$ cat src/allocPkg.sv
`default_nettype none

package allocPkg;

  localparam int defaultNumPorts = 5;

  // Lane indices, which are also the idle-state priority order.
  localparam int portLocal = 0;
  localparam int portNorth = 1;
  localparam int portEast  = 2;
  localparam int portWest  = 3;
  localparam int portSouth = 4;

  // What a lane reports to the arbiter every cycle.
  typedef struct packed {
    logic req;     // Registered request level.
    logic timesUp; // Hold count has reached the latched length.
  } laneStatusT;

endpackage

`default_nettype wire

$ cat src/flitPkg.sv
`default_nettype none

package flitPkg;

  ////////////////////////////////////////
  // Field widths
  ////////////////////////////////////////

  localparam int idWidth      = 3;
  localparam int lengthWidth  = 12; // Also the width of the lane hold timer.
  localparam int payloadWidth = 16;

  ////////////////////////////////////////
  // Flit id codes
  ////////////////////////////////////////

  localparam logic [idWidth-1:0] idHead = 3'd1; // Carries the packet length.
  localparam logic [idWidth-1:0] idBody = 3'd2;
  localparam logic [idWidth-1:0] idTail = 3'd3;

  // One flit on a lane or on the output link, 31 bits.
  typedef struct packed {
    logic [idWidth-1:0]      id;
    logic [lengthWidth-1:0]  length;
    logic [payloadWidth-1:0] payload;
  } flitT;

endpackage

`default_nettype wire
$ cat src/outputPortAlloc.sv
`timescale 1ns/1ps
`default_nettype none

module outputPortAlloc #(
  parameter int numPorts = allocPkg::defaultNumPorts
) (
  input  logic                         clk,
  input  logic                         rst,
  input  flitPkg::flitT [numPorts-1:0] inFlit,
  input  logic [numPorts-1:0]          inReq,
  output flitPkg::flitT                outFlit,
  output logic                         outValid,
  output logic [numPorts:0]            grant
);

  flitPkg::flitT [numPorts-1:0]        laneFlit;
  allocPkg::laneStatusT [numPorts-1:0] laneStatus;
  logic [numPorts-1:0]                 runTimer;

  ////////////////////////////////////////
  // Input lanes
  ////////////////////////////////////////

  genvar lane;
  generate
    for (lane = 0; lane < numPorts; lane++)
    begin : gLane
      portLane uLane (
        .clk      (clk),
        .rst      (rst),
        .flitIn   (inFlit[lane]),
        .reqIn    (inReq[lane]),
        .runTimer (runTimer[lane]),
        .laneFlit (laneFlit[lane]),
        .status   (laneStatus[lane])
      );
    end
  endgenerate

  ////////////////////////////////////////
  // Arbiter and link register
  ////////////////////////////////////////

  switchArbiter #(
    .numPorts (numPorts)
  ) uArbiter (
    .clk      (clk),
    .rst      (rst),
    .status   (laneStatus),
    .runTimer (runTimer),
    .grant    (grant)
  );

  outputStage #(
    .numPorts (numPorts)
  ) uOutput (
    .clk      (clk),
    .rst      (rst),
    .grant    (grant),
    .laneFlit (laneFlit),
    .outFlit  (outFlit),
    .outValid (outValid)
  );

endmodule

`default_nettype wire

$ cat src/outputStage.sv
`timescale 1ns/1ps
`default_nettype none

module outputStage #(
  parameter int numPorts = allocPkg::defaultNumPorts
) (
  input  logic                         clk,
  input  logic                         rst,
  input  logic [numPorts:0]            grant,
  input  flitPkg::flitT [numPorts-1:0] laneFlit,
  output flitPkg::flitT                outFlit,
  output logic                         outValid
);

  flitPkg::flitT selFlit;
  logic          anyGrant;

  assign anyGrant = |grant[numPorts:1];

  always_comb
  begin
    selFlit = '0;
    for (int p = 0; p < numPorts; p++)
    begin
      if (grant[p+1])
      begin
        selFlit = laneFlit[p]; // Grant is one-hot so at most one lane matches.
      end
    end
  end

  always_ff @(posedge clk)
  begin
    if (anyGrant)
    begin
      outFlit <= selFlit; // Link keeps the last flit while idle.
    end
  end

  always_ff @(posedge clk)
  begin
    if (rst)
    begin
      outValid <= 1'b0;
    end
    else
    begin
      outValid <= anyGrant;
    end
  end

endmodule

`default_nettype wire

$ cat src/switchArbiter.sv
`timescale 1ns/1ps
`default_nettype none

module switchArbiter #(
  parameter int numPorts = allocPkg::defaultNumPorts
) (
  input  logic                                clk,
  input  logic                                rst,
  input  allocPkg::laneStatusT [numPorts-1:0] status,
  output logic [numPorts-1:0]                 runTimer,
  output logic [numPorts:0]                   grant
);

  logic [numPorts:0]   grantQ;    // Bit 0 is idle, bit p+1 is lane p.
  logic [numPorts:0]   grantNext;
  logic [numPorts-1:0] reqVec;
  logic [numPorts-1:0] expired;

  always_comb
  begin
    for (int p = 0; p < numPorts; p++)
    begin
      reqVec[p]  = status[p].req;
      expired[p] = status[p].timesUp;
    end
  end

  ////////////////////////////////////////
  // Next grant
  ////////////////////////////////////////

  always_comb
  begin : nextGrant
    int   holder;
    int   idx;
    logic found;

    grantNext    = '0;
    grantNext[0] = 1'b1; // Idle unless a rule below picks a lane.
    runTimer     = '0;
    holder       = 0;
    idx          = 0;
    found        = 1'b0;

    for (int p = 0; p < numPorts; p++)
    begin
      if (grantQ[p+1])
      begin
        holder = p;
      end
    end

    if (grantQ[0])
    begin
      // From idle the lowest-numbered requester wins.
      for (int p = 0; p < numPorts; p++)
      begin
        if (!found && reqVec[p])
        begin
          grantNext      = '0;
          grantNext[p+1] = 1'b1;
          found          = 1'b1;
        end
      end
    end
    else if ($onehot(grantQ))
    begin
      if (reqVec[holder] && !expired[holder])
      begin
        runTimer[holder] = 1'b1; // Holder keeps the link and its timer runs.
        grantNext        = grantQ;
      end
      else
      begin
        // Search the other lanes in circular order after the holder.
        for (int off = 1; off < numPorts; off++)
        begin
          idx = holder + off;
          if (idx >= numPorts)
          begin
            idx = idx - numPorts;
          end
          if (!found && reqVec[idx])
          begin
            grantNext        = '0;
            grantNext[idx+1] = 1'b1;
            found            = 1'b1;
          end
        end
      end
    end
    // A state that is not one-hot falls back to idle.
  end

  always_ff @(posedge clk)
  begin
    if (rst)
    begin
      grantQ <= {{numPorts{1'b0}}, 1'b1};
    end
    else
    begin
      grantQ <= grantNext;
    end
  end

  assign grant = grantQ;

endmodule

`default_nettype wire

$ cat src/portLane.sv
`timescale 1ns/1ps
`default_nettype none

module portLane (
  input  logic                clk,
  input  logic                rst,
  input  flitPkg::flitT       flitIn,
  input  logic                reqIn,
  input  logic                runTimer,
  output flitPkg::flitT       laneFlit,
  output allocPkg::laneStatusT status
);

  logic                            reqQ;
  logic [flitPkg::lengthWidth-1:0] holdLength;
  logic [flitPkg::lengthWidth-1:0] count;

  ////////////////////////////////////////
  // Input register
  ////////////////////////////////////////

  always_ff @(posedge clk)
  begin
    laneFlit <= flitIn;
  end

  always_ff @(posedge clk)
  begin
    if (rst)
    begin
      reqQ <= 1'b0;
    end
    else
    begin
      reqQ <= reqIn;
    end
  end

  ////////////////////////////////////////
  // Hold timer
  ////////////////////////////////////////

  always_ff @(posedge clk)
  begin
    if (rst)
    begin
      holdLength <= '0;
      count      <= '0;
    end
    else
    begin
      if (laneFlit.id == flitPkg::idHead)
      begin
        holdLength <= laneFlit.length; // Body and tail flits leave it alone.
      end
      if (runTimer)
      begin
        count <= count + 1'b1;
      end
      else
      begin
        count <= '0; // Count restarts whenever the lane is not holding.
      end
    end
  end

  assign status.req     = reqQ;
  assign status.timesUp = (count == holdLength);

endmodule

`default_nettype wire

$ cat config.mk
export PLATFORM = sky130hd
export DESIGN_NAME = outputPortAlloc
export DESIGN_NICKNAME = d
export VERILOG_FILES = /design/src/allocPkg.sv /design/src/flitPkg.sv /design/src/outputPortAlloc.sv /design/src/outputStage.sv /design/src/switchArbiter.sv /design/src/portLane.sv
export SDC_FILE = /design/constraint.sdc
export NUM_CORES = 1
export LEC_CHECK = 0
export BUFFER_PORTS_ARGS = -buffer_cell sky130_fd_sc_hd__buf_2
export CORE_MARGIN = 2
export CORE_UTILIZATION = 51
export DETAILED_ROUTE_END_ITERATION = 6
export PLACE_DENSITY = 0.8
export SLEW_MARGIN = 5
export SYNTH_ARGS = -nofsm -noshare
export SYNTH_HDL_FRONTEND = slang
export SYNTH_HIERARCHICAL = 1
export SYNTH_SLANG_ARGS = --single-unit
export TNS_END_PERCENT = 30
$ cat constraint.sdc
create_clock -name clk -period 4.4 [get_ports clk]
set_input_delay 1.32 -clock clk [delete_from_list [all_inputs] [get_ports clk]]
set_output_delay 1.32 -clock clk [all_outputs]
set_load 0.05 [all_outputs]
==> out/results.ini, run 1 <==
[run_status]
status=completed

[logic_synthesis]
syn_area_per_cell_um2=10.3
syn_inst=1215
ys_seq_area_share_pct=53.6
async_flop_share_pct=0
synth_edf_count=31
yosysWarnings=6
ys_seq_elements=318
syn_area_um2=12500
synth_ff_type=dfxtp_1
synth_cell_types=83

[cells_and_area]
layout-drive-gt1-share_pct=21.8
area_growth_pct=18.6
antenna_cells=0
seqCellArea_um2=6680
multi_input_area_um2=5350
nets=1579
fin_area_um2=14800
nFillCells=1934

[sta]
tightest_slew_ns=1.26
finalSetupViolations=0
max_freq_mhz=236
period_minus_slack_ns=4.23
maxSlewHeadroom_pct=15.7
hold_viol_final=0
report.final.slew_viol_count=0
setup_tns_ns=0
skew_ns=0.0242
min_period_over_period_pct=96.2
rsz0062_at_grt=false
fin_hold_ws_ns=0.490

[floorplanning]
ios=200
dieArea_um2=25700
rows=57
die_h_um=160
die_w_um=160
initial_core_util_pct=51.5
core_um2=24200

[clocking]
cts-htree-levels=2
cts_num_sinks=318
root_buffer=clkbuf_16
clk_latency_ns=0.53
cts_tree=yes
numCtsBuffers=34
cts_buffer_depth=3
cts.clk_slew.worst_paths_ns=0.06

[power_and_ir_drop]
finalPower_mw=9.18
peakVddDrop_uv=376
powerDensity_nw_per_um2=622
leakage_nw=5.54

[worst_hold_path]
hp-class=reg -> reg

[drt]
ant_nets=0
avgViaCountPerCell=5.78
drt_pre_antenna_iters=6
routed_wl_mm=33.7
detail_route.wl_per_cell_um=19.3
num_vias=10100
remaining_drc_errors=0
drt-initial-drc-count=863

[global_route]
grt_usage_pct=25.5
grt_pass1_wl_mm=52.1
antenna_found_initial=0
grt_pass1_vias=9805
grt_max_degree=75
overflow=0

[placement]
dp_hpwl_mm=23.6
placed_cell_area_um2=13600
finalWeightedCongestion=0.884
port_buffers=199

[critical_path]
crit_type=reg -> reg
critPathMaxFanout=10
critPathRequiredTime_ns=4.80
endpoint_kind=flop
arrival_ns=4.64
startpoint_type=flop

[job]
drv_cap=0

critical path, stage by stage (launching register included):
cell and delay [ns]:
dfxtp_2 0.37, fa_1 0.55, inv_1 0.05, fa_1 0.47
inv_1 0.05, ha_1 0.18, fa_1 0.44, or4b_2 0.65
or2_2 0.43, nor2_1 0.20, nor2b_1 0.34, nand2_1 0.12
o41ai_1 0.27
what timing repair did:
item / CTS / global route
setup buffers: 0 / 0
endpoints found under the hold margin: 0 / 0
hold buffers: 0 / 0
endpoints found under the setup margin: 0 / 2
resized for setup: 0 / 2
worst paths after layout:
check                               start                       to  slack, ns  cells past startpoint
hold / removal    gLane[0].uLane/count[0]  gLane[0].uLane/count[0]       0.49                      1
hold reg to reg   gLane[0].uLane/count[0]  gLane[0].uLane/count[0]       0.49                      1
setup / recovery        uArbiter/grant[0]  gLane[2].uLane/count[9]       0.17                     12
setup reg to reg        uArbiter/grant[0]  gLane[2].uLane/count[9]       0.17                     12
flip-flops by register name (all words and copies together) (netlist names):
name                    count
uOutput/outFlit            31
gLane.uLane/count          60
gLane.uLane/holdLength     60
gLane.uLane/laneFlit      155
uOutput/outValid            1
gLane.uLane/reqQ            5
uArbiter/grant              6
where the power goes:
part	switching, mW	total [mW]	internal (mW)
sequential	0.170	3.48	3.31
clock	1.16	2.80	1.64
combinational	2.00	2.91	0.906
total	3.33	9.18	5.85
final cells by class:
cell class	count	share of cell area [%]
clock buffers	47	6.63
clock inverters	13	0.991
inverters	29	0.771
multi-input cells	800	36.2
flip-flops and latches	318	45.3
well taps	324	2.74
repair buffers	212	7.40
logic make-up after synthesis:
family	synth area share, %
AOI/OAI and AO/OA	12.1
xor gates and xnor gates	5.62
adders and majority gates	2.39
buffers and inverters	3.64
DFF	53.6
muxes	5.66
other	0.0301
and+or+nand+nor	17.0
Yosys cell counts, drive strengths merged (28+ instances only):
cell / n / area [um^2]
nor2: 105 / 397
a31oi: 35 / 219
o22ai: 33 / 206
o21ai: 33 / 176
nand3: 29 / 145
dfxtp: 287 / 5750
xnor2: 70 / 613
mux2i: 69 / 691
a21oi: 71 / 355
buf: 30 / 188
clkbuf: 40 / 151
nand4: 30 / 219
edfxtp: 31 / 931
inv: 28 / 105
nand2: 77 / 302
nand3b: 33 / 248
routing by layer:
metal	up-vias	global-route usage [%]	wire [um]
met2	468	41.5	15500
met1	4815	33.8	14500
met5	-	0	0
met4	0	11.3	1470
met3	97	3.79	2190
li1	4687	-	-
stage by stage:
stage / utilization [%] / std cells / setup slack [ns]
global route: 61.1 / 1743 / 0.0160
floorplan: - / 1217 / 0.0302
detailed placement: 56.4 / 1683 / 0.237
global placement: 56.4 / 1683 / 0.369
CTS: 61.1 / 1743 / 0.161
finish: 61.1 / 1743 / 0.166
cell usage in the layout, fill, tap and decap left out, types with 6 or more instances in the layout:
cell | netlist | layout
nand2b_1 | 17 | 17
nor4_1 | 13 | 13
and2_1 | 6 | 6
o22ai_1 | 33 | 33
mux2i_1 | 69 | 69
clkbuf_16 | 0 | 34
nand4_1 | 25 | 25
o31ai_1 | 14 | 14
edfxtp_1 | 31 | 31
dfxtp_1 | 287 | 283
o311ai_0 | 7 | 7
nand3_1 | 29 | 29
nand2_1 | 72 | 72
clkbuf_8 | 0 | 8
or4_1 | 11 | 11
nand3b_1 | 33 | 33
nor2_1 | 104 | 104
xor2_1 | 10 | 10
nor2b_1 | 13 | 11
ha_1 | 19 | 19
o21ai_0 | 31 | 31
buf_2 | 18 | 199
a31oi_1 | 35 | 35
a21oi_1 | 71 | 71
or3_1 | 17 | 17
inv_1 | 27 | 27
buf_4 | 8 | 13
xnor2_1 | 70 | 70
nor3_1 | 17 | 17
Note: power is estimated with default switching activity, not from simulation.
==> run 2: changes to the inputs <==
Settings changed: CORE_ASPECT_RATIO from default to 1.25, GPL_TIMING_DRIVEN from default to 0.
==> out/results.ini, run 2 (same netlist as run 1, synthesis figures left out) <==
[run_status]
status=completed

[cells_and_area]
largest_register_ff_count=155  ; unchanged
fin_area_um2=14900  ; +0.73%
largestRegisters=gLane.uLane/laneFlit (155), gLane.uLane/count (60), gLane.uLane/holdLength (60)
nFillCells=1943  ; +0.47%
nets=1628  ; +3.1%
final_cell_mix=dfxtp_1 (283), buf_2 (216), nor2_1 (103)
layout-drive-gt1-share_pct=22.3  ; +0.51 points
layout.cells.most_common=dfxtp_1
top_register=gLane.uLane/laneFlit
area_growth_pct=19.4

[worst_hold_path]
worst_hold_startpoint=gLane[2].uLane/count[11]
holdPathEnd=gLane[2].uLane/count[11]
hold_depth=2  ; +1
hp-class=reg -> reg

[clocking]
cts_buffer_depth=3  ; unchanged
cts_tree=yes
cts_num_sinks=318  ; unchanged
cts_hold_buf=0  ; unchanged
clk_latency_ns=0.57  ; +0.04 ns
cts-htree-levels=1  ; -1
root_buffer=clkbuf_16
cts.clk_slew.worst_paths_ns=0.07  ; about the same
numCtsBuffers=29  ; -15%

[placement]
placed_cell_area_um2=13900  ; +1.7%
port_buffers=199  ; unchanged
finalWeightedCongestion=0.924  ; +4.6%
dp_hpwl_mm=25.2  ; +6.9%

[job]
drv_cap=0  ; unchanged

[critical_path]
r2r_cells=12  ; unchanged
reg2reg_slack_ns=0.23  ; +0.06 ns
timing.rr.start=uArbiter/grant[0]
path_buf_inv=2  ; unchanged
timing.critical_path.mode_cell=fa_1
critPathMaxFanout=10  ; unchanged
slowest_stage=or4b_4
path_cells=fa_1 > inv_1 > fa_1 > inv_1 > ha_1 > fa_1 > or4b_4 > or2_2 > nor2_2 > nor2b_2 > nand2_1 > o41ai_1
critPathRequiredTime_ns=4.85  ; +0.05 ns
startpoint_type=flop
crit_type=reg -> reg
reg2reg_to=gLane[1].uLane/count[9]
max_stage_delay_ns=0.62  ; -0.03 ns
endpoint_kind=flop
cp_top_family=simple AND/OR/NAND/NOR gates
arrival_ns=4.63  ; about the same

[drt]
drt-initial-drc-count=788  ; -8.7%
remaining_drc_errors=0  ; unchanged
avgViaCountPerCell=5.65  ; -2.1%
ant_nets=0  ; unchanged
drt_pre_antenna_iters=6  ; unchanged
detail_route.wl_per_cell_um=18.9  ; -2.1%
num_vias=10100  ; +0.68%
routed_wl_mm=33.9  ; +0.74%

[sta]
tightest_slew_ns=0.978  ; -0.285 ns
period_minus_slack_ns=4.17  ; -0.0597 ns
skew_ns=0.0266  ; +0.00241 ns
setup_tns_ns=0  ; unchanged
hold_viol_final=0  ; unchanged
maxSlewHeadroom_pct=34.8  ; +19 points
report.final.slew_viol_count=0  ; unchanged
finalSetupViolations=0  ; unchanged
min_period_over_period_pct=94.9  ; -1.4 points
rsz0062_at_grt=false
max_freq_mhz=240  ; +1.4%

[global_route]
grt_max_degree=39  ; -48%
grt_pass1_wl_mm=51.8  ; -0.48%
grt_pass1_vias=9776  ; -0.30%
antenna_found_initial=0  ; unchanged
grt_usage_pct=25.8  ; +0.33 points
overflow=0  ; unchanged

[floorplanning]
die_h_um=179  ; +12%
rows=63  ; +11%
ios=200  ; unchanged
die_w_um=144  ; -10%
dieArea_um2=25700  ; about the same
core_um2=23900  ; -1.2%
initial_core_util_pct=52.2  ; +0.63 points

[power_and_ir_drop]
peakVddDrop_uv=387  ; +2.8%
leakage_nw=5.63  ; +1.6%
powerDensity_nw_per_um2=603  ; -3.0%

-- run 2: through the flow --
stage	std cells	hold slack [ns]	util, %	worst slack, ns	power (mW)
after floorplan	1217	0.452	-	0.0302	5.62
after global placement	1741	0.467	58.1	-0.679	6.38
after detailed placement	1741	0.472	58.1	-0.749	6.43
after CTS	1793	0.481	62.2	0.0914	8.94
after global routing	1792	0.527	62.3	0.00561	9.35
final	1793	0.484	62.3	0.226	8.97
-- run 2: final cells by class --
cell class / count / area (um^2) / area share (%)
Antenna cell: 1 / 2.50 / 0.0168
Inverter: 29 / 114 / 0.765
Buffer: 66 / 328 / 2.20
Sequential cell: 318 / 6680 / 44.9
Tap cell: 325 / 407 / 2.73
Timing Repair Buffer: 200 / 1000 / 6.75
Clock buffer: 44 / 873 / 5.87
Multi-Input combinational cell: 800 / 5370 / 36.1
Clock inverter: 10 / 97.6 / 0.656
-- run 2: report_power, final --
part,total (mW),internal [mW],switching [mW]
clock,2.52,1.44,1.09
sequential,3.49,3.31,0.185
combinational,2.96,0.956,2.00
total,8.97,5.70,3.27
-- run 2: per-layer routing --
metal	vias to the layer above	GRT usage (%)	wire length (um)
li1	4804	-	-
met1	4800	31.3	13200
met2	431	44.6	16800
met3	100	4.09	2180
met4	0	12.7	1700
met5	-	0	0
-- run 2: how the worst max path moves through the flow --
stage	slack, ns	cells after the start	from	endpoint
finish	0.23	12	uArbiter/grant[0]	gLane[1].uLane/count[9]
CTS	0.09	13	uArbiter/grant[5]	gLane[1].uLane/count[9]
global route	0.006	12	uArbiter/grant[1]	gLane[1].uLane/count[9]
floorplan	0.03	16	uArbiter/grant[5]	gLane[3].uLane/count[9]
detailed placement	-0.75	16	uArbiter/grant[5]	gLane[1].uLane/count[9]
global placement	-0.68	16	uArbiter/grant[5]	gLane[1].uLane/count[9]
-- run 2: what timing repair did --
| action | 4_1_cts | 5_1_grt |
|---|---|---|
| setup buffers | 1 | 0 |
| endpoints found under the setup margin | 52 | 14 |
| pin swaps | 1 | 0 |
| gates resized for setup | 9 | 4 |
-- run 2: worst min-delay path: cells and delay by family (launching register included) --
kind	cells	cell delay, ns
flip-flops	1	0.33
AND/OR/NAND/NOR	1	0.06
multiplexers	1	0.05
==> run 3: changes to the inputs <==
Settings changed: CELL_PAD_IN_SITES_DETAIL_PLACEMENT from default to 1, CELL_PAD_IN_SITES_GLOBAL_PLACEMENT from default to 1, CORE_UTILIZATION 51 to 39, PLACE_DENSITY 0.8 to 0.79, SETUP_SLACK_MARGIN from default to 0.5.
==> out/results.ini, run 3 (same netlist as run 1, synthesis figures left out) <==
[critical_path]
r2r_cells=15  ; +3
slowest_stage=fa_1
path_cells=fa_1 > inv_2 > fa_1 > inv_1 > ha_2 > fa_1 > or4b_4 > buf_8 > or2_4 > clkbuf_16 > nor3_4 > nor2b_4 > buf_6 > nand2_2 > o41ai_2
cp_num_cells=15  ; +3
endpoint_kind=flop
max_stage_delay_ns=0.55  ; -0.07 ns
crit_type=reg -> reg
critPathMaxFanout=8  ; -2
arrival_ns=4.32  ; -0.31 ns
reg2reg_slack_ns=0.51  ; +0.28 ns
cp_top_family=adder cells
critPathRequiredTime_ns=4.83  ; -0.02 ns
timing.critical_path.mode_cell=fa_1
timing.rr.start=uArbiter/grant[1]
startpoint_type=flop
path_buf_inv=5  ; +3
reg2reg_to=gLane[3].uLane/count[9]

[cells_and_area]
fin_area_um2=15500  ; +4.1%
final_cell_mix=dfxtp_1 (281), buf_2 (216), nor2_1 (101)
largestRegisters=gLane.uLane/laneFlit (155), gLane.uLane/count (60), gLane.uLane/holdLength (60)
top_register=gLane.uLane/laneFlit
final_cell_count_no_fill=1910  ; +6.5%
largest_register_ff_count=155  ; unchanged
area_growth_pct=24.4
nets=1654  ; +1.6%
layout.cells.most_common=dfxtp_1
fin_util_pct=49.0  ; -13 points
layout-drive-gt1-share_pct=25.6  ; +3.3 points

[drt]
ant_nets=0  ; unchanged
num_vias=10500  ; +3.3%
routedLengthMet1_mm=15.3  ; +16%
drt-initial-drc-count=547  ; -31%
detail_route.wl_per_cell_um=21.5  ; +14%
remaining_drc_errors=0  ; unchanged
wl_met3_mm=2.79  ; +28%
wl_met2_mm=21.3  ; +27%
top_layer=met5
drt_pre_antenna_iters=7  ; +1
avgViaCountPerCell=5.48  ; -3.0%
routed_wl_mm=41.0  ; +21%

[sta]
period_minus_slack_ns=3.89  ; -0.279 ns
tightest_slew_ns=1.07  ; +0.0929 ns
finalSetupViolations=0  ; unchanged
report.final.slew_viol_count=0  ; unchanged
skew_ns=0.0211  ; -0.00543 ns
max_freq_mhz=257  ; +7.2%
hold_viol_final=0  ; unchanged
worst_slack_ns=0.505  ; +0.279 ns
rsz0062_at_grt=true
maxSlewHeadroom_pct=28.6  ; -6.2 points
min_period_over_period_pct=88.5  ; -6.3 points

[clocking]
cts_num_sinks=318  ; unchanged
cts-htree-levels=2  ; +1
cts_buffer_depth=3  ; unchanged
cts.clk_slew.worst_paths_ns=0.07  ; about the same
numCtsBuffers=34  ; +17%
root_buffer=clkbuf_16
clk_latency_ns=0.53  ; -0.04 ns
cts_tree=yes

[floorplanning]
dieArea_um2=33400  ; +30%
die_w_um=164  ; +14%
ios=200  ; unchanged
rows=73  ; +16%
core_um2=31600  ; +32%
die_h_um=204  ; +14%
initial_core_util_pct=39.4  ; -13 points

[worst_hold_path]
worst_hold_startpoint=gLane[1].uLane/count[11]
hold_depth=2  ; unchanged
hp-class=reg -> reg
holdPathEnd=gLane[1].uLane/count[11]

[power_and_ir_drop]
p_int_mw=6.02  ; +5.7%
clockPowerShare_pct=29.8  ; +1.7 points
peakVddDrop_uv=412  ; +6.5%
pwr-share-seq_pct=36.1  ; -2.8 points
powerDensity_nw_per_um2=620  ; +2.8%
p_sw_mw=3.58  ; +9.4%
leakage_nw=5.88  ; +4.4%
finalPower_mw=9.61  ; +7.1%
p_comb_share_pct=34.1  ; +1.1 points
swShare_pct=37.3  ; +0.80 points

[placement]
dp_hpwl_mm=29.1  ; +15%
pre_cts_ws_ns=-0.0805  ; +0.668 ns
place_inst=1828  ; +5.0%
port_buffers=199  ; unchanged
placed_cell_area_um2=14100  ; +1.6%
finalWeightedCongestion=0.936  ; +1.3%

[global_route]
overflow=0  ; unchanged
grt_max_degree=39  ; unchanged
grt_usage_pct=24.3  ; -1.5 points
antenna_found_initial=3  ; +3
grt_pass1_wl_mm=62.5  ; +21%
grt_pass1_vias=11200  ; +14%

[run_status]
status=completed

[job]
drv_cap=0  ; unchanged

-- run 3: worst max-delay path by stage --
stage,startpoint,end,slack [ns]
after floorplan,uArbiter/grant[1],gLane[3].uLane/count[9],0.49
after global placement,uArbiter/grant[3],uArbiter/grant[2],0.01
after detailed placement,uArbiter/grant[3],uArbiter/grant[2],-0.08
after CTS,uArbiter/grant[4],uArbiter/grant[2],0.47
after global routing,uArbiter/grant[1],gLane[3].uLane/count[9],0.31
final,uArbiter/grant[1],gLane[3].uLane/count[9],0.51
-- run 3: power by group through the flow --
stage                     Clock (mW)  Combinational, mW  Sequential, mW
after floorplan                    0               1.61            4.06
after global placement             0               2.97            3.52
after detailed placement           0               3.02            3.53
after CTS                       2.91               3.14            3.47
after global routing            3.04               3.48            3.49
final                           2.86               3.28            3.47
-- run 3: metal layers --
| metal | global-route usage (%) | vias to the layer above |
|---|---|---|
| li1 | - | 4852 |
| met1 | 27.3 | 5089 |
| met2 | 44.7 | 418 |
| met3 | 4.97 | 108 |
| met4 | 9.40 | 4 |
| met5 | 0 | - |
-- run 3: timing repair --
item,CTS,global route
setup endpoints to repair,40,56
pin swaps,3,3
resized for setup,17,32
setup buffers,10,8
hold buffers,0,0
-- run 3: final cells by class --
cell class | count | area, um^2
inverters | 29 | 114
multi-input cells | 800 | 5480
flip-flops and latches | 318 | 6700
repair buffers | 217 | 1130
plain buffers | 70 | 422
well taps | 412 | 515
clock inverters | 17 | 154
fillers | 3639 | 16100
clock buffers | 45 | 973
diodes | 2 | 5.00
-- run 3: metrics by stage --
stage               TNS (ns)  hold slack [ns]
floorplan                  0            0.452
global placement           0            0.465
detailed placement   -0.0805            0.480
CTS                        0            0.492
global route               0            0.513
finish                     0            0.492
-- run 3: worst register-to-register path, stage by stage (launching register included) --
cell and delay [ns]:
dfxtp_4 0.36, fa_1 0.55, inv_2 0.04, fa_1 0.47, inv_1 0.05, ha_2 0.17, fa_1 0.43, or4b_4 0.50
buf_8 0.13, or2_4 0.24, clkbuf_16 0.17, nor3_4 0.14, nor2b_4 0.19, buf_6 0.12, nand2_2 0.05, o41ai_2 0.20
